`config.mk`:
```
export PLATFORM = sky130hd
export DESIGN_NAME = audio_top
export DESIGN_NICKNAME = d
export VERILOG_FILES = /design/src/design/audio_ctrl_pkg.sv /design/src/design/audio_data_pkg.sv /design/src/design/audio_top.sv /design/src/design/audio_mixer.sv /design/src/design/audio_channel.sv /design/src/design/audio_dac.sv
export VERILOG_INCLUDE_DIRS = /design/src /design/src/design
export SDC_FILE = /design/constraint.sdc
export NUM_CORES = 1
export LEC_CHECK = 0
export BUFFER_PORTS_ARGS = -buffer_cell sky130_fd_sc_hd__buf_2
export CELL_PAD_IN_SITES_DETAIL_PLACEMENT = 1
export CELL_PAD_IN_SITES_GLOBAL_PLACEMENT = 1
export CORE_ASPECT_RATIO = 0.6
export CORE_UTILIZATION = 47
export CTS_CLUSTER_SIZE = 30
export DETAILED_ROUTE_END_ITERATION = 8
export GPL_TIMING_DRIVEN = 0
export PLACE_DENSITY_LB_ADDON = 0.1
export SLEW_MARGIN = 30
export SYNTH_ARGS = -nofsm -noshare
export SYNTH_HDL_FRONTEND = slang
export SYNTH_SLANG_ARGS = --single-unit
```
`constraint.sdc`:
```
create_clock -name clk -period 8.5 [get_ports clk]
set_input_delay 1.7 -clock clk [delete_from_list [all_inputs] [get_ports clk]]
set_output_delay 1.7 -clock clk [all_outputs]
set_load 0.01 [all_outputs]
```
`src/design/audio_defs.svh`:
```
`ifndef AUDIO_DEFS_SVH
`define AUDIO_DEFS_SVH

// sample memory addressing
`define AUDIO_ADDR_W    16      // word address into sample memory
`define AUDIO_WORD_W    16      // memory word, two packed samples

// block length counted in words, byte counter adds two bits
`define AUDIO_LEN_W     15

// resolution of the pulse-density DACs
`define AUDIO_DAC_W     8

`endif
```
`src/design/audio_ctrl_pkg.sv`:
```
`default_nettype none

package audio_ctrl_pkg;

    // mixer alternates between operand capture and result output
    typedef enum logic [1:0] {
        MIX_CAPTURE = 2'b00,        // register samples and volumes
        MIX_OUTPUT  = 2'b01         // multiply, sum, saturate, register levels
    } mix_state_e;

endpackage

`default_nettype wire

```
`src/design/audio_data_pkg.sv`:
```
`default_nettype none

`include "audio_defs.svh"

package audio_data_pkg;

    // word address of a sample pair in external memory
    typedef logic [`AUDIO_ADDR_W-1:0] addr_t;

    // two samples, the first one played sits in the high byte
    typedef logic [`AUDIO_WORD_W-1:0] word_t;

    typedef logic signed [7:0] sample_t;            // signed sample or volume

    typedef logic [`AUDIO_DAC_W-1:0] level_t;       // unsigned DAC level, 0x80 is silence

endpackage

`default_nettype wire

```
`src/design/audio_top.sv`:
```
`default_nettype none
`timescale 1ns/1ps

`include "audio_defs.svh"

module audio_top (
    input  wire logic                       clk,
    input  wire logic                       reset_i,
    input  wire logic                       audio_enable_i,
    input  wire logic                       audio_strobe_i,     // memory data valid
    input  wire audio_data_pkg::word_t      ch0_vol_i,          // left high byte, right low byte
    input  wire audio_data_pkg::word_t      ch1_vol_i,
    input  wire audio_data_pkg::word_t      ch0_period_i,
    input  wire audio_data_pkg::word_t      ch1_period_i,
    input  wire audio_data_pkg::addr_t      ch0_start_i,
    input  wire audio_data_pkg::addr_t      ch1_start_i,
    input  wire logic [`AUDIO_LEN_W-1:0]    ch0_len_i,
    input  wire logic [`AUDIO_LEN_W-1:0]    ch1_len_i,
    input  wire audio_data_pkg::word_t      ch0_word_i,
    input  wire audio_data_pkg::word_t      ch1_word_i,
    output logic                            ch0_fetch_o,
    output logic                            ch1_fetch_o,
    output audio_data_pkg::addr_t           ch0_addr_o,
    output audio_data_pkg::addr_t           ch1_addr_o,
    output audio_data_pkg::level_t          mix_l_o,            // also feeds the left DAC
    output audio_data_pkg::level_t          mix_r_o,
    output logic                            pdm_l_o,
    output logic                            pdm_r_o
);

    audio_data_pkg::sample_t    ch0_sample;
    audio_data_pkg::sample_t    ch1_sample;

    audio_channel u_ch0 (
        .clk        (clk),
        .reset_i    (reset_i),
        .enable_i   (audio_enable_i),
        .strobe_i   (audio_strobe_i),
        .period_i   (ch0_period_i),
        .start_i    (ch0_start_i),
        .len_i      (ch0_len_i),
        .word_i     (ch0_word_i),
        .fetch_o    (ch0_fetch_o),
        .addr_o     (ch0_addr_o),
        .sample_o   (ch0_sample)
    );

    audio_channel u_ch1 (
        .clk        (clk),
        .reset_i    (reset_i),
        .enable_i   (audio_enable_i),
        .strobe_i   (audio_strobe_i),
        .period_i   (ch1_period_i),
        .start_i    (ch1_start_i),
        .len_i      (ch1_len_i),
        .word_i     (ch1_word_i),
        .fetch_o    (ch1_fetch_o),
        .addr_o     (ch1_addr_o),
        .sample_o   (ch1_sample)
    );

    audio_mixer u_mixer (
        .clk        (clk),
        .reset_i    (reset_i),
        .enable_i   (audio_enable_i),
        .sample0_i  (ch0_sample),
        .sample1_i  (ch1_sample),
        .vol0_i     (ch0_vol_i),
        .vol1_i     (ch1_vol_i),
        .level_l_o  (mix_l_o),
        .level_r_o  (mix_r_o)
    );

    audio_dac #(
        .WIDTH      (`AUDIO_DAC_W)
    ) u_dac_l (
        .clk        (clk),
        .reset_i    (reset_i),
        .value_i    (mix_l_o),
        .pulse_o    (pdm_l_o)
    );

    audio_dac #(
        .WIDTH      (`AUDIO_DAC_W)
    ) u_dac_r (
        .clk        (clk),
        .reset_i    (reset_i),
        .value_i    (mix_r_o),
        .pulse_o    (pdm_r_o)
    );

endmodule

`default_nettype wire

```
`src/design/audio_mixer.sv`:
```
`default_nettype none
`timescale 1ns/1ps

module audio_mixer (
    input  wire logic                       clk,
    input  wire logic                       reset_i,
    input  wire logic                       enable_i,
    input  wire audio_data_pkg::sample_t    sample0_i,
    input  wire audio_data_pkg::sample_t    sample1_i,
    input  wire audio_data_pkg::word_t      vol0_i,         // left volume high byte, right low
    input  wire audio_data_pkg::word_t      vol1_i,
    output audio_data_pkg::level_t          level_l_o,
    output audio_data_pkg::level_t          level_r_o
);

    audio_ctrl_pkg::mix_state_e     state;
    audio_data_pkg::sample_t        smp0_q;
    audio_data_pkg::sample_t        smp1_q;
    audio_data_pkg::word_t          vol0_q;
    audio_data_pkg::word_t          vol1_q;
    audio_data_pkg::level_t         mix_l;
    audio_data_pkg::level_t         mix_r;

    // one stereo side: two products, scale down, clamp, then offset binary
    function automatic audio_data_pkg::level_t mix_side(
        input audio_data_pkg::sample_t s0,
        input audio_data_pkg::sample_t v0,
        input audio_data_pkg::sample_t s1,
        input audio_data_pkg::sample_t v1
    );
        logic signed [15:0] p0;
        logic signed [15:0] p1;
        logic signed [16:0] sum;
        logic signed [10:0] scaled;
        logic signed [7:0]  clamped;

        p0     = s0 * v0;
        p1     = s1 * v1;
        sum    = p0 + p1;
        scaled = sum[16:6];                             // arithmetic shift right by 6
        if (scaled > 11'sd127) begin
            clamped = 8'sd127;
        end else if (scaled < -11'sd128) begin
            clamped = -8'sd128;
        end else begin
            clamped = scaled[7:0];
        end
        return {~clamped[7], clamped[6:0]};             // same as adding 0x80
    endfunction

    always_comb begin
        mix_l = mix_side(smp0_q, vol0_q[15:8], smp1_q, vol1_q[15:8]);
        mix_r = mix_side(smp0_q, vol0_q[7:0], smp1_q, vol1_q[7:0]);
    end

    // operands are sampled only in the capture phase
    always_ff @(posedge clk) begin
        if (enable_i && state == audio_ctrl_pkg::MIX_CAPTURE) begin
            smp0_q <= sample0_i;
            smp1_q <= sample1_i;
            vol0_q <= vol0_i;
            vol1_q <= vol1_i;
        end
    end

    always_ff @(posedge clk) begin
        if (reset_i) begin
            state     <= audio_ctrl_pkg::MIX_CAPTURE;
            level_l_o <= '0;
            level_r_o <= '0;
        end else if (!enable_i) begin
            state     <= audio_ctrl_pkg::MIX_CAPTURE;
            level_l_o <= '0;                            // unit off, DACs silent
            level_r_o <= '0;
        end else begin
            case (state)
                audio_ctrl_pkg::MIX_CAPTURE: begin
                    state <= audio_ctrl_pkg::MIX_OUTPUT;
                end
                audio_ctrl_pkg::MIX_OUTPUT: begin
                    level_l_o <= mix_l;
                    level_r_o <= mix_r;
                    state     <= audio_ctrl_pkg::MIX_CAPTURE;
                end
                default: begin
                    state <= audio_ctrl_pkg::MIX_CAPTURE;
                end
            endcase
        end
    end

    assert property (@(posedge clk) disable iff (reset_i)
        state inside {audio_ctrl_pkg::MIX_CAPTURE, audio_ctrl_pkg::MIX_OUTPUT});

endmodule

`default_nettype wire

```
`src/design/audio_channel.sv`:
```
`default_nettype none
`timescale 1ns/1ps

`include "audio_defs.svh"

module audio_channel (
    input  wire logic                       clk,
    input  wire logic                       reset_i,
    input  wire logic                       enable_i,
    input  wire logic                       strobe_i,       // memory data valid this cycle
    input  wire audio_data_pkg::word_t      period_i,       // low 15 bits reload the countdown
    input  wire audio_data_pkg::addr_t      start_i,        // first word of the block
    input  wire logic [`AUDIO_LEN_W-1:0]    len_i,          // block length in words
    input  wire audio_data_pkg::word_t      word_i,
    output logic                            fetch_o,
    output audio_data_pkg::addr_t           addr_o,
    output audio_data_pkg::sample_t         sample_o
);

    audio_data_pkg::word_t          period_cnt;     // sample step when top bit sets
    logic [`AUDIO_LEN_W+1:0]        byte_cnt;       // bytes left, top bit flags underflow
    audio_data_pkg::word_t          word_q;         // word being played
    audio_data_pkg::word_t          cur_word;       // held word, or the one arriving now
    logic                           step;
    logic                           take_word;
    logic                           blk_end;
    logic                           restart;

    // only used by the checks below
    logic                           seen_en;
    audio_data_pkg::addr_t          start_q;
    logic [`AUDIO_LEN_W-1:0]        len_q;

    assign step      = period_cnt[`AUDIO_WORD_W-1];
    assign take_word = strobe_i & fetch_o;
    assign cur_word  = take_word ? word_i : word_q;

    // last byte of the block plays now, so the next word comes from start again
    assign blk_end = step & (byte_cnt == {{(`AUDIO_LEN_W+1){1'b0}}, 1'b1});
    assign restart = byte_cnt[`AUDIO_LEN_W+1] | blk_end;

    always_ff @(posedge clk) begin
        if (reset_i) begin
            period_cnt <= '1;
            byte_cnt   <= '1;                       // underflow, first enable restarts
            fetch_o    <= 1'b0;
            addr_o     <= '0;
            sample_o   <= '0;
        end else if (enable_i) begin
            period_cnt <= period_cnt - 1'b1;

            if (take_word) begin
                fetch_o <= 1'b0;                    // word accepted
            end

            if (step) begin
                sample_o   <= cur_word[15:8];
                period_cnt <= {1'b0, period_i[`AUDIO_WORD_W-2:0]};
                byte_cnt   <= byte_cnt - 1'b1;
                if (byte_cnt[0]) begin              // low byte done, next word needed
                    addr_o  <= addr_o + 1'b1;
                    fetch_o <= 1'b1;
                end
            end

            if (restart) begin
                addr_o   <= start_i;
                byte_cnt <= {1'b0, len_i, 1'b0};    // two bytes per word
                fetch_o  <= 1'b1;
            end
        end
    end

    // shift the low byte up after each step
    always_ff @(posedge clk) begin
        if (enable_i) begin
            if (step) begin
                word_q <= {cur_word[7:0], cur_word[7:0]};
            end else if (take_word) begin
                word_q <= word_i;
            end
        end
    end

    always_ff @(posedge clk) begin
        if (reset_i) begin
            seen_en <= 1'b0;
        end else if (enable_i) begin
            seen_en <= 1'b1;
        end
    end

    // block settings in force at the last restart
    always_ff @(posedge clk) begin
        if (enable_i && restart) begin
            start_q <= start_i;
            len_q   <= len_i;
        end
    end

    // a channel that has never run asks memory for nothing
    assert property (@(posedge clk) disable iff (reset_i)
        !seen_en |-> !fetch_o);

    // fetches stay inside the block as long as it was not reprogrammed
    assert property (@(posedge clk) disable iff (reset_i)
        (enable_i && take_word && len_i != '0 && start_i == start_q && len_i == len_q)
        |-> (addr_o - start_i) < {1'b0, len_i});

endmodule

`default_nettype wire

```
`src/design/audio_dac.sv`:
```
`default_nettype none
`timescale 1ns/1ps

`include "audio_defs.svh"

module audio_dac #(
    parameter int WIDTH = `AUDIO_DAC_W
) (
    input  wire logic               clk,
    input  wire logic               reset_i,
    input  wire logic [WIDTH-1:0]   value_i,        // unsigned level
    output logic                    pulse_o         // one-bit density output
);

    logic [WIDTH-1:0]   acc;
    logic [WIDTH:0]     sum;                        // carry on top

    assign sum = {1'b0, acc} + {1'b0, value_i};

    // first order sigma-delta, the carry rate tracks value_i / 2**WIDTH
    always_ff @(posedge clk) begin
        if (reset_i) begin
            acc     <= '0;
            pulse_o <= 1'b0;
        end else begin
            acc     <= sum[WIDTH-1:0];
            pulse_o <= sum[WIDTH];
        end
    end

endmodule

`default_nettype wire

```
=== Yosys cells after proc, flatten, opt, wreduce, memory -nomap -nowiden ===
Cells that the tools add are included.

* Bitwise gates (word level): 9
* Shifts and indexed selects: 0
* $add $sub $neg: 10
* Magnitude comparators: 4
* Mux-type cells: 29
* Divide/modulo/power cells: 0
* Eq/ne operators: 3
* Reduce and logical (&&, ||, !) cells: 13
* Multiply operators: 4

{| class="wikitable"
|+ Operator list
! kind !! count
|-
| 2-to-1 mux 16 bit || 12
|-
| 2-to-1 mux 17 bit || 4
|-
| multiplier 8 x 8 -> 16 bit || 4
|-
| adder 16 x 16 -> 17 bit || 2
|-
| == test 17 x 1 -> 1 bit (second input constant) || 2
|-
| subtractor 17 x 1 -> 17 bit (second input constant) || 2
|-
| adder 16 x 1 -> 16 bit (second input constant) || 2
|-
| 2-to-1 mux 8 bit || 4
|-
| subtractor 16 x 1 -> 16 bit (second input constant) || 2
|-
| greater-than comparator 11 x 8 -> 1 bit (second input constant) || 2
|-
| less-than comparator 11 x 8 -> 1 bit (second input constant) || 2
|-
| adder 8 x 8 -> 9 bit || 2
|-
| 2-to-1 mux 1 bit || 9
|-
| AND reduction 2 bit || 4
|-
| nonzero test 2 bit || 4
|-
| AND reduction 3 bit || 2
|-
| bitwise AND 1 bit || 4
|-
| NOT 1 bit || 3
|-
| == test 2 x 1 -> 1 bit (second input constant) || 1
|-
| logical NOT 2 bit || 1
|-
| OR 1 bit || 2
|-
| OR reduction 2 bit || 1
|-
| logical AND 1 bit || 1
|}

* Latch bits: 0
* Memories kept: 0
* Input bits: 162
* RAM bits: 0
* Memory bits (read-only): 0
* Bits in registers: 232

=== Longest topological paths before layout ===
Gate-level depths: netlist of run 1.

* Word-level depth: 6
* Mapped depth: 23
* Mapped depth without buffers: 22

=== By module ===
Synthesis of run 1 repeated with hierarchy kept, for this count alone.

* Cells, all modules: 2298
* Area, all modules: 21894.7 um^2

{| class="wikitable"
|+ By module, submodules not included
! module !! area each (um^2) !! instances !! cells each
|-
| audio_mixer || 12558.3 || 1 || 1236
|-
| audio_channel (u_ch0) || 4115.2 || 1 || 475
|-
| audio_channel (u_ch1) || 4060.1 || 1 || 465
|-
| audio_dac || 580.6 || 2 || 61
|}

=== Least setup slack after synthesis of run 1 ===
OpenSTA, ideal clock, no wires.

* Path type: reg-to-reg
* Start point: register u_mixer.smp1_q[7]
* End point: register u_mixer.level_r_o[0]
* Arrival: 5763 ps
* Buffers on the path: 1
* Stages on the path, launching flop included: 20
* Clock period less this slack: 5905 ps
* Slack: 2595 ps
* Cells stage by stage: edfxtp_1 clkbuf_1 and2_1 fa_1 fa_1 fa_1 fa_1 fa_1 inv_1 fa_1 inv_1 ha_1 nor3_1 nand2b_1 o2111ai_1 nand3_1 a311oi_1 nor3_1 o311ai_2 o22ai_1

* Cells in the longest elaborated chain, start to end: 5
* Elaborated cells on any way between the ends: 6
* Those cells by class: add/sub: 1; mul: 1; order compare: 2; mux: 2

{| class="wikitable"
|+ Ends and longest elaborated chain
! what !! RTL line !! source
|-
| start, declared || audio_mixer.sv:18 || <nowiki>audio_data_pkg::sample_t smp1_q;</nowiki>
|-
| start signal, assigned || audio_mixer.sv:60 || <nowiki>smp1_q <= sample1_i;</nowiki>
|-
| multiplier 8 x 8 -> 16 bit * || audio_mixer.sv:38 || <nowiki>p1 = s1 * v1;</nowiki>
|-
| adder 16 x 16 -> 17 bit * || audio_mixer.sv:39 || <nowiki>sum = p0 + p1;</nowiki>
|-
| less-than comparator 11 x 8 -> 1 bit || audio_mixer.sv:43 || <nowiki>end else if (scaled < -11'sd128) begin</nowiki>
|-
| 2-to-1 mux 8 bit || audio_mixer.sv:43 ||
|-
| 2-to-1 mux 8 bit * || audio_mixer.sv:41 || <nowiki>if (scaled > 11'sd127) begin</nowiki>
|-
| end signal, assigned || audio_mixer.sv:82 || <nowiki>level_r_o <= mix_r;</nowiki>
|-
| end, declared || audio_mixer.sv:13 || <nowiki>output audio_data_pkg::level_t level_r_o</nowiki>
|}

Every way passes the cells marked *; elsewhere a longest branch is shown, timed or not.
A chain may end at the register's enable or synchronous reset.

=== Worst setup path in the final report of run 1 ===
* Start point: register u_mixer.smp0_q[2]
* End point: register u_mixer.level_l_o[1]

* Cells in the longest elaborated chain, start to end: 5
* Elaborated cells on any way between the ends: 6
* Those cells by class: add/sub: 1; mul: 1; order compare: 2; mux: 2

{| class="wikitable"
|+ Ends and longest elaborated chain
! what !! RTL line !! source
|-
| start, declared || audio_mixer.sv:17 || <nowiki>audio_data_pkg::sample_t smp0_q;</nowiki>
|-
| start signal, assigned || audio_mixer.sv:59 || <nowiki>smp0_q <= sample0_i;</nowiki>
|-
| multiplier 8 x 8 -> 16 bit * || audio_mixer.sv:37 || <nowiki>p0 = s0 * v0;</nowiki>
|-
| adder 16 x 16 -> 17 bit * || audio_mixer.sv:39 ||
|-
| less-than comparator 11 x 8 -> 1 bit || audio_mixer.sv:43 ||
|-
| 2-to-1 mux 8 bit || audio_mixer.sv:43 ||
|-
| 2-to-1 mux 8 bit * || audio_mixer.sv:41 ||
|-
| end signal, assigned || audio_mixer.sv:81 || <nowiki>level_l_o <= mix_l;</nowiki>
|-
| end, declared || audio_mixer.sv:12 || <nowiki>output audio_data_pkg::level_t level_l_o,</nowiki>
|}

Marks and branches as above.

==> impl_metrics.csv, run 1 <==
group,metric,value,unit
pwr,p_leak,0.0110,uW
floorplan,fp.dieW,278,um
cts,clkLatencyLatePin,0.58,ns
cts,htree_levels,1,
hold_path,min_path_cells,0,
synth,synth_common_cells,"349 x inv_1, 286 x fa_1, 205 x nor2_1, 181 x nand2_1, 151 x dfxtp_1",
synth,ys_seq_area_share,25.3,%
setup_path,r2r_end,"u_mixer.level_l_o[1]",
layout,stdcell_count,3193,
floorplan,start_util,47.8,%
setup_path,crit_type,"reg2reg",
setup_path,r2r_cells,20,
sta,drv_slew,0,
sta,slew_headroom,35.5,%
layout,final_nets,3149,
layout,area_delta_synth_final,13.0,%
synth,synth.cell_area,21500,um2
synth,synth_compound_area_share,11.8,%
floorplan,core,44900,um2
routing,viasPerCell,5.61,
global_route,grt_pass1_vias,19300,
setup_path,worstPathArrival,8.09,ns
sta,rsz0062_at_grt,"no",
placement,portBuffers,211,
sta,period_needed,7.72,ns
synth,synth-xor-area-share,2.16,%
setup_path,critPathSlowestCell,"clkbuf_1",
synth,syn_inst,2335,
setup_path,rrSetupSlack,0.78,ns
synth,synth-simple-area-share,17.3,%
setup_path,r2r_start,"u_mixer.smp0_q[2]",
floorplan,ioPinCount,214,
routing,wl,70100,um
run_status,status,"finished clean",
global_route,grt_pass1_wl,110000,um
sta,worstMarginPinSlew,0.967,ns
setup_path,worstSetupEndpointType,"flop",
routing,wire_per_inst,22.0,um
routing,vias,17900,
placement,placed_cells,3138,
cts,clockBufferDepth,3,
sta,fin_tns_setup,0,ns
synth,yosysWarnings,0,
setup_path,critPathTopFamily,"adder cells",
synth,synthMuxAreaShare,1.68,%
synth,ys.flop_type,"dfxtp_1",
sta,period_share,90.8,%
setup_path,cp_cell_sequence,"clkbuf_1, nand2_1, fa_1, fa_1, inv_1, fa_1, fa_1, fa_1, inv_1, fa_1, inv_1, ha_1, o21a_1, o21ai_0, o311ai_4, a211o_1, a31oi_1, a21oi_1, o2bb2ai_1, a31oi_1",
synth,yosysTopAreaCell,"fa_1",
synth,synth_top_family_by_area,"adder cells",
hold_path,min_to,"u_mixer.smp1_q[0]",
pwr,total_power,10700,uW
floorplan,die_y,168,um
synth,synth.area.top_cells,"fa_1 27%, dfxtp_1 14%, edfxtp_1 11%, ha_1 7.2%, inv_1 6.1%",
cts,clock-sinks,231,
synth,synth_area_per_cell,9.19,um2
sta,setup_viol,0,
global_route,overflow,0,
synth,synth_seq_cells,231,
layout,drive_gt1_share,12.3,%
sta,finClkSkew,0.0420,ns
floorplan,fp-row-count,60,
job,drv_cap,0,
synth,synthDistinctLibCells,61,
global_route,antenna_found_initial,11,
routing,firstDrtPassIters,5,
hold_path,hold_start,"u_ch1.sample_o[0]",
synth,synth_adder_area_share,33.9,%
pwr,power_density,442,nW/um2
routing,post-route-drc-count,0,
synth,synth_nets,2907,
placement,dp_hpwl,57100,um
global_route,grt_usage,30.6,%
setup_path,worst-path-max-fanout,10,
cts,cts_resized,0,
hold_path,holdCritPathClass,"reg2reg",
sta,holdWs,0.439,ns
sta,finalHoldViolCount,0,
global_route,grt_max_degree,35,
synth,async_flop_share,0,%
setup_path,critPathLaunchType,"flop",
routing,drt-initial-drc-count,1219,
setup_path,max_stage_delay,0.73,ns
placement,post_dp_cell_area,23400,um2
setup_path,cp_common_cell,"fa_1",
sta,max_freq,130,MHz
cts,cts_tree,"built",
layout,stdcell_area,24300,um2
cts,path_clk_slew,0.06,ns
cts,post_cts_buffers,0,
setup_path,cp_num_buf_inv,4,
placement,gp_congestion,0.905,
routing,antenna_left,0,
pwr,ir_worst_vdd,1480,uV
synth,synth.most_common_cell,"inv_1",
cts,cts_made_buffers,26,
cts,postCtsHoldBufs,0,
floorplan,die_area,46600,um2
synth,synth-edff-count,80,
setup_path,crit_required,8.87,ns
cts,root_buffer,"clkbuf_16",
synth,yosysTopAreaCellShare,26.7,%
## kinds of logic (layout without fill, tap and decap cells)
family	Yosys count	in the layout
fa+ha+maj	410	410
other cells	0	8
xor+xnor	53	53
flops	231	231
simple gates	749	749
mux	34	34
compound gates	412	412
buf+inv	446	707
## cell usage in the layout, fill, tap and decap left out, drive strengths merged, types with 41 or more instances in the layout
master,instances
buf,232
dfxtp,151
xnor2,41
ha,124
edfxtp,80
inv,349
nand2b,47
nand2,182
a21oi,133
nor2,205
o21ai,106
fa,286
and2,149
clkbuf,104
## report_power, final
| part | leakage [uW] | internal (uW) | switching [uW] | total (uW) |
|---|---|---|---|---|
| clock network | 0.000433 | 696 | 517 | 1210 |
| registers | 0.00202 | 1260 | 120 | 1380 |
| logic | 0.00858 | 3320 | 4810 | 8130 |
## registers in the layout (all words and copies together), names as in the netlist, 8 cells and up
register and flops:
u_mixer.vol1_q 16, u_ch0.word_q 16, u_mixer.vol0_q 16, u_mixer.smp0_q 8, u_dac_r.acc 8, u_ch0.period_cnt 16, u_ch0.byte_cnt 17, u_ch1.byte_cnt 17
u_ch0.addr_o 16, u_ch1.word_q 16, u_mixer.level_l_o 8, u_mixer.smp1_q 8, u_ch1.sample_o 8, u_mixer.level_r_o 8, u_ch1.period_cnt 16, u_ch0.sample_o 8
u_dac_l.acc 8, u_ch1.addr_o 16
## metrics by stage
step,setup WS [ns],utilization [%]
global route,0.427,54.0
floorplan,2.60,-
finish,0.784,54.0
global placement,1.16,51.8
detailed placement,1.13,52.0
CTS,0.890,54.0
## routing by layer
layer  vias up  global-route usage (%)  part of all wire [%]
met5         -                       0                     0
met4         0                    6.97                   2.2
met3        82                    5.20                   6.3
met2       493                    46.0                    43
met1      9195                    45.8                    48
li1       8127                       -                     -
## worst max path at each step
| stage | startpoint | endpoint | slack [ns] | depth (start not counted) |
|---|---|---|---|---|
| final | u_mixer.smp0_q[2] | u_mixer.level_l_o[1] | 0.78 | 20 |
| after floorplan | u_mixer.smp1_q[7] | u_mixer.level_r_o[0] | 2.60 | 19 |
| after detailed placement | u_mixer.smp0_q[2] | u_mixer.level_l_o[5] | 1.13 | 20 |
| after CTS | u_mixer.smp0_q[2] | u_mixer.level_l_o[1] | 0.89 | 20 |
| after global placement | u_mixer.smp0_q[2] | u_mixer.level_l_o[0] | 1.16 | 20 |
| after global routing | u_mixer.smp0_q[2] | u_mixer.level_l_o[1] | 0.43 | 20 |
## area by class of cell
cell class | count | area [um2]
antenna | 8 | 20.0
buffer | 92 | 359
clock buffer | 30 | 677
clock inverter | 17 | 214
fill | 5273 | 20600
inverter | 354 | 1330
multi-input combinational | 1658 | 14400
sequential | 231 | 5430
tap | 589 | 737
timing repair buffer | 214 | 1140
## worst reg2reg max path, stage by stage (launching register included)
cell,delay [ns]
edfxtp_1,0.70
clkbuf_1,0.73
nand2_1,0.19
fa_1,0.53
fa_1,0.50
inv_1,0.05
fa_1,0.48
fa_1,0.53
fa_1,0.50
inv_1,0.06
fa_1,0.47
inv_1,0.04
ha_1,0.31
o21a_1,0.13
o21ai_0,0.48
o311ai_4,0.23
a211o_1,0.37
a31oi_1,0.25
a21oi_1,0.07
o2bb2ai_1,0.63
a31oi_1,0.27
No activity file was read; power rests on OpenSTA's default activity.
==> run 2, diff against run 1 <==
--- a/config.mk
+++ b/config.mk
@@ -15,6 +15,8 @@
 export DETAILED_ROUTE_END_ITERATION = 8
 export GPL_TIMING_DRIVEN = 0
 export PLACE_DENSITY_LB_ADDON = 0.1
+export RECOVER_POWER = 100
+export REMOVE_ABC_BUFFERS = 1
 export SLEW_MARGIN = 30
 export SYNTH_ARGS = -nofsm -noshare
 export SYNTH_HDL_FRONTEND = slang
==> impl_metrics.csv, run 2 (synthesized netlist as in run 1, its figures left out) <==
group,metric,value,unit
run_status,status,"finished, violations left",
run_status,violations,"max-capacitance violations, max-slew violations",
placement,dp_hpwl,49300,um
sta,period_share,90.8,%
pwr,ir_worst_vdd,632,uV
sta,setup_viol,0,
routing,wl,63200,um
placement,gp_congestion,0.859,
routing,wire_per_inst,20.4,um
cts,htree_levels,1,
cts,clkLatencyLatePin,0.56,ns
layout,final_nets,3064,
floorplan,die_y,168,um
setup_path,worstSetupEndpointType,"flop",
floorplan,core,44900,um2
setup_path,cp_num_buf_inv,4,
setup_path,cp_common_cell,"fa_1",
setup_path,worstPathArrival,8.12,ns
sta,max_freq,130,MHz
setup_path,critPathSlowestCell,"and2_0",
setup_path,cp_cell_sequence,"and2_0, inv_1, fa_1, fa_1, inv_1, fa_1, fa_1, fa_1, inv_1, fa_1, inv_1, ha_1, nor3_1, nand2b_1, o2111ai_1, a21oi_1, nor3_1, xnor2_1, a31oi_1, o22ai_1",
cts,cts_resized,0,
routing,antenna_left,0,
cts,clockBufferDepth,3,
placement,post_dp_cell_area,23200,um2
sta,setup_slack,0.778,ns
floorplan,fp.dieW,278,um
routing,firstDrtPassIters,6,
floorplan,fp-row-count,60,
routing,vias,17300,
floorplan,die_area,46600,um2
cts,clock-sinks,231,
global_route,grt_max_degree,101,
floorplan,ioPinCount,214,
hold_path,holdCritPathClass,"reg2reg",
setup_path,critPathLaunchType,"flop",
setup_path,crit_required,8.90,ns
layout,final_common_cell,"inv_1",
routing,drt-initial-drc-count,936,
cts,cts_tree,"built",
pwr,p_leak,0.0107,uW
layout,top_regs,"u_ch0.byte_cnt x17, u_ch1.byte_cnt x17",
layout,drive_gt1_share,9.72,%
global_route,grt_pass1_wl,103000,um
job,drv_cap,6,
pwr,total_power,11000,uW
routing,post-route-drc-count,0,
sta,finalHoldViolCount,0,
setup_path,crit_type,"reg2reg",
cts,cts_made_buffers,26,
setup_path,critPathTopFamily,"adder cells",
layout,area_delta_synth_final,11.1,%
setup_path,max_stage_delay,0.83,ns
sta,worstMarginPinSlew,4.58,ns
layout,final_cell_mix,"349 x inv_1, 286 x fa_1, 202 x nor2_1, 181 x nand2_1, 150 x dfxtp_1",
sta,drv_slew,271,
pwr,power_density,459,nW/um2
placement,pre_cts_ws,1.12,ns
sta,finClkSkew,0.0166,ns
global_route,overflow,0,
sta,slew_headroom,-205,%
global_route,antenna_found_initial,2,
cts,post_cts_buffers,0,
sta,rsz0062_at_grt,"no",
sta,holdWs,0.431,ns
cts,path_clk_slew,0.06,ns
global_route,grt_usage,27.9,%
global_route,grt_pass1_vias,18900,
placement,portBuffers,211,
cts,root_buffer,"clkbuf_16",
layout,stdcell_area,23900,um2
cts,postCtsHoldBufs,0,
sta,period_needed,7.72,ns
floorplan,start_util,47.8,%
routing,viasPerCell,5.58,
setup_path,worst-path-max-fanout,16,
[run 2: cell types whose count changed in the layout (fill, tap and decap cells not counted), moves of 3 or more]
cell      delta
clkinv_1     -4
clkinv_4     -3
diode_2      -6
buf_2       -70
buf_8        +4
buf_1        -9
mux2_2      -13
clkbuf_1     -4
nor2_2       +3
mux2_1      +13
[run 2: final timing paths]
check | depth (start not counted) | to | slack (ns) | from
worst min register to register | 0 | u_mixer.smp1_q[5] | 0.43 | u_ch1.sample_o[5]
worst min-delay path | 0 | u_mixer.smp1_q[5] | 0.43 | u_ch1.sample_o[5]
worst max-delay path | 20 | u_mixer.level_r_o[6] | 0.78 | u_mixer.smp1_q[7]
worst max register to register | 20 | u_mixer.level_r_o[6] | 0.78 | u_mixer.smp1_q[7]
[run 2: metal layers]
layer / share of wire [%] / track usage, % / vias to the layer above / routed length [um]
li1: - / - / 7938 / -
met1: 47 / 40.6 / 8824 / 30000
met2: 45 / 43.5 / 434 / 28500
met3: 5.7 / 4.70 / 92 / 3600
met4: 1.9 / 6.17 / 0 / 1180
met5: 0 / 0 / - / 0
[run 2: area by class of cell]
cell class	count	area, um2
Inverter	354	1330
Tap cell	589	737
Sequential cell	231	5430
Fill cell	5274	21000
Clock buffer	36	751
Clock inverter	9	98.8
Timing Repair Buffer	221	1100
Antenna cell	2	5.00
Multi-Input combinational cell	1658	14400
[run 2: through the flow]
stage,utilization [%],setup TNS [ns],std cells
floorplan,-,0,2243
global placement,51.0,-1.48,3043
detailed placement,51.7,0,3053
CTS,53.6,0,3098
global route,53.1,0,3099
finish,53.1,0,3100
[run 2: power breakdown]
part | switching, uW | internal, uW
clock network | 486 | 674
logic | 5070 | 3330
registers | 146 | 1260
==> run 3, diff against run 2 <==
--- a/config.mk
+++ b/config.mk
@@ -10,7 +10,7 @@
 export CELL_PAD_IN_SITES_DETAIL_PLACEMENT = 1
 export CELL_PAD_IN_SITES_GLOBAL_PLACEMENT = 1
 export CORE_ASPECT_RATIO = 0.6
-export CORE_UTILIZATION = 47
+export CORE_UTILIZATION = 48
 export CTS_CLUSTER_SIZE = 30
 export DETAILED_ROUTE_END_ITERATION = 8
 export GPL_TIMING_DRIVEN = 0
@@ -20,4 +20,5 @@
 export SLEW_MARGIN = 30
 export SYNTH_ARGS = -nofsm -noshare
 export SYNTH_HDL_FRONTEND = slang
+export SYNTH_HIERARCHICAL = 1
 export SYNTH_SLANG_ARGS = --single-unit
==> impl_metrics.csv, run 3 <==
group,metric,value,unit
floorplan,ioPinCount,214,
global_route,grt_pass1_wl,104000,um
synth,yosysWarnings,6,
floorplan,fp-row-count,60,
pwr,combPwrFrac,76.8,%
layout,n_fill_cell,5213,
setup_path,critPathTopFamily,"adder cells",
layout,final_cell_mix,"371 x inv_1, 286 x fa_1, 172 x nand2_1, 154 x buf_2, 149 x dfxtp_1",
synth,synth-xor-area-share,1.88,%
routing,antenna_left,0,
pwr,p_switching,5780,uW
setup_path,critPathLaunchType,"flop",
setup_path,worstPathArrival,8.02,ns
cts,cts_resized,0,
setup_path,crit_required,8.98,ns
routing,vias,17500,
floorplan,core,44900,um2
setup_path,cp_cell_sequence,"and2_0, inv_1, fa_1, fa_1, inv_1, fa_1, fa_1, fa_1, inv_1, fa_1, inv_1, ha_1, a21oi_1, a21oi_1, a21o_1, a2111oi_0, or3_1, nand2_1, a311o_1, a31oi_1",
sta,setup_viol,0,
synth,synthDistinctLibCells,91,
routing,wire_per_inst,20.2,um
routing,viasPerCell,5.70,
job,drv_cap,4,
synth,synth-simple-area-share,16.0,%
synth,synth.cell_area,21900,um2
sta,max_freq,133,MHz
cts,htree_levels,1,
synth,synth.area.top_cells,"fa_1 26%, dfxtp_1 14%, edfxtp_1 11%, ha_1 7.1%, inv_1 6.3%",
placement,gp_congestion,0.841,
pwr,p_int,5240,uW
cts,path_clk_slew,0.06,ns
cts,cts_tree,"built",
layout,final_nets,3034,
run_status,violations,"max-capacitance violations, max-slew violations",
run_status,status,"finished, violations left",
pwr,power_density,456,nW/um2
sta,slew_headroom,-68.2,%
floorplan,fp.dieW,278,um
floorplan,die_y,167,um
sta,holdWs,0.433,ns
placement,placed_cells,3023,
pwr,p_leak,0.0109,uW
global_route,overflow,0,
synth,synth.most_common_cell,"inv_1",
layout,final_common_cell,"inv_1",
setup_path,max_stage_delay,0.81,ns
sta,period_needed,7.54,ns
synth,synth_compound_area_share,13.4,%
routing,post-route-drc-count,0,
placement,dp_hpwl,48100,um
setup_path,crit_type,"reg2reg",
synth,synth_area_per_cell,9.53,um2
synth,yosysTopAreaCell,"fa_1",
cts,clkLatencyLatePin,0.57,ns
synth,ys_seq_area_share,24.8,%
cts,root_buffer,"clkbuf_16",
routing,firstDrtPassIters,7,
layout,drive_gt1_share,10.2,%
floorplan,start_util,48.8,%
routing,drt-initial-drc-count,997,
sta,fin_tns_setup,0,ns
setup_path,worst-path-max-fanout,16,
hold_path,holdCritPathClass,"reg2reg",
sta,finalHoldViolCount,0,
pwr,clockPowerShare,10.1,%
setup_path,worstSetupEndpointType,"flop",
global_route,grt_pass1_vias,19000,
routing,wl,62200,um
setup_path,rrSetupSlack,0.96,ns
pwr,p_seq_share,13.1,%
cts,clock-sinks,231,
synth,synth_adder_area_share,33.2,%
setup_path,cp_common_cell,"fa_1",
synth,synth_top_family_by_area,"adder cells",
global_route,grt_max_degree,98,
pwr,ir_worst_vdd,759,uV
global_route,antenna_found_initial,8,
layout,stdcell_count,3074,
cts,cts_made_buffers,26,
sta,finClkSkew,0.0122,ns
synth,yosysTopAreaCellShare,26.2,%
setup_path,cp_num_buf_inv,4,
synth,synth-edff-count,80,
layout,regArea,5430,um2
pwr,total_power,11000,uW
setup_path,critPathSlowestCell,"and2_0",
placement,portBuffers,211,
cts,postCtsHoldBufs,0,
cts,post_cts_buffers,0,
sta,rsz0062_at_grt,"no",
layout,top_regs,"u_ch0/byte_cnt x17, u_ch1/byte_cnt x17",
synth,ys.flop_type,"dfxtp_1",
layout,area_delta_synth_final,10.5,%
synth,async_flop_share,0,%
floorplan,die_area,46500,um2
sta,drv_slew,157,
layout,multiInputGateArea,14700,um2
cts,clockBufferDepth,3,
synth,synthMuxAreaShare,2.51,%
pwr,switching_share,52.5,%
synth,syn_inst,2298,
sta,period_share,88.7,%
synth,synth_seq_cells,231,
synth,synth_common_cells,"370 x inv_1, 286 x fa_1, 172 x nand2_1, 151 x dfxtp_1, 146 x and2_1",
sta,worstMarginPinSlew,2.52,ns
global_route,grt_usage,27.7,%
run 3: changes by cell type in the layout (fill, tap and decap cells not counted), sizes merged, moves of 11 or more:
cell	delta
nand2b	-28
mux2i	+25
inv	+24
o22ai	-26
o21ai	-11
a21oi	-35
o32ai	+20
nor4	+14
a211oi	+12
nor2	-69
run 3: worst paths after layout:
path | start | end | cells past startpoint
max | u_mixer/smp1_q[7] | u_mixer/level_l_o[3] | 20
min | u_ch1/sample_o[0] | u_mixer/smp1_q[0] | 0
max reg2reg | u_mixer/smp1_q[7] | u_mixer/level_l_o[3] | 20
min reg2reg | u_ch1/sample_o[0] | u_mixer/smp1_q[0] | 0
run 3: area by class of cell:
cell class	count	share of cell area [%]
antenna	3	0.0310
clock buffer	35	2.91
clock inverter	13	0.445
inverter	374	5.80
multi-input combinational	1606	60.7
sequential	231	22.4
tap	589	3.05
timing repair buffer	223	4.63
run 3: cell families after synthesis:
kind of cell,count (synthesis)
compound gates,425
xor+xnor,47
fa+ha+maj,410
buf+inv,461
flops,231
mux,53
simple gates,671
run 3: power by group through the flow:
| stage | combinational [uW] | sequential (uW) | clock (uW) |
|---|---|---|---|
| floorplan | 6050 | 1400 | 0 |
| global placement | 7770 | 1450 | 0 |
| detailed placement | 8360 | 1460 | 0 |
| CTS | 8470 | 1440 | 1140 |
| global route | 9570 | 1460 | 1190 |
| finish | 8470 | 1440 | 1110 |
run 3: metrics by stage:
| stage | instance area, um2 | worst slack (ns) | utilization, % |
|---|---|---|---|
| final | 24200 | 0.960 | 53.9 |
| after floorplan | 21500 | 2.48 | - |
| after CTS | 24400 | 1.28 | 54.4 |
| after global placement | 23300 | 1.23 | 51.9 |
| after global routing | 24200 | 0.518 | 53.9 |
| after detailed placement | 23600 | 1.34 | 52.6 |
run 3: metal layers:
metal	global-route usage [%]	vias up	wire length (um)	share of wire, %
met5	0	-	66	0.11
met1	40.4	8994	29400	47
met2	43.0	412	28000	45
li1	-	8038	-	-
met3	5.53	55	3960	6.4
met4	4.59	10	853	1.4
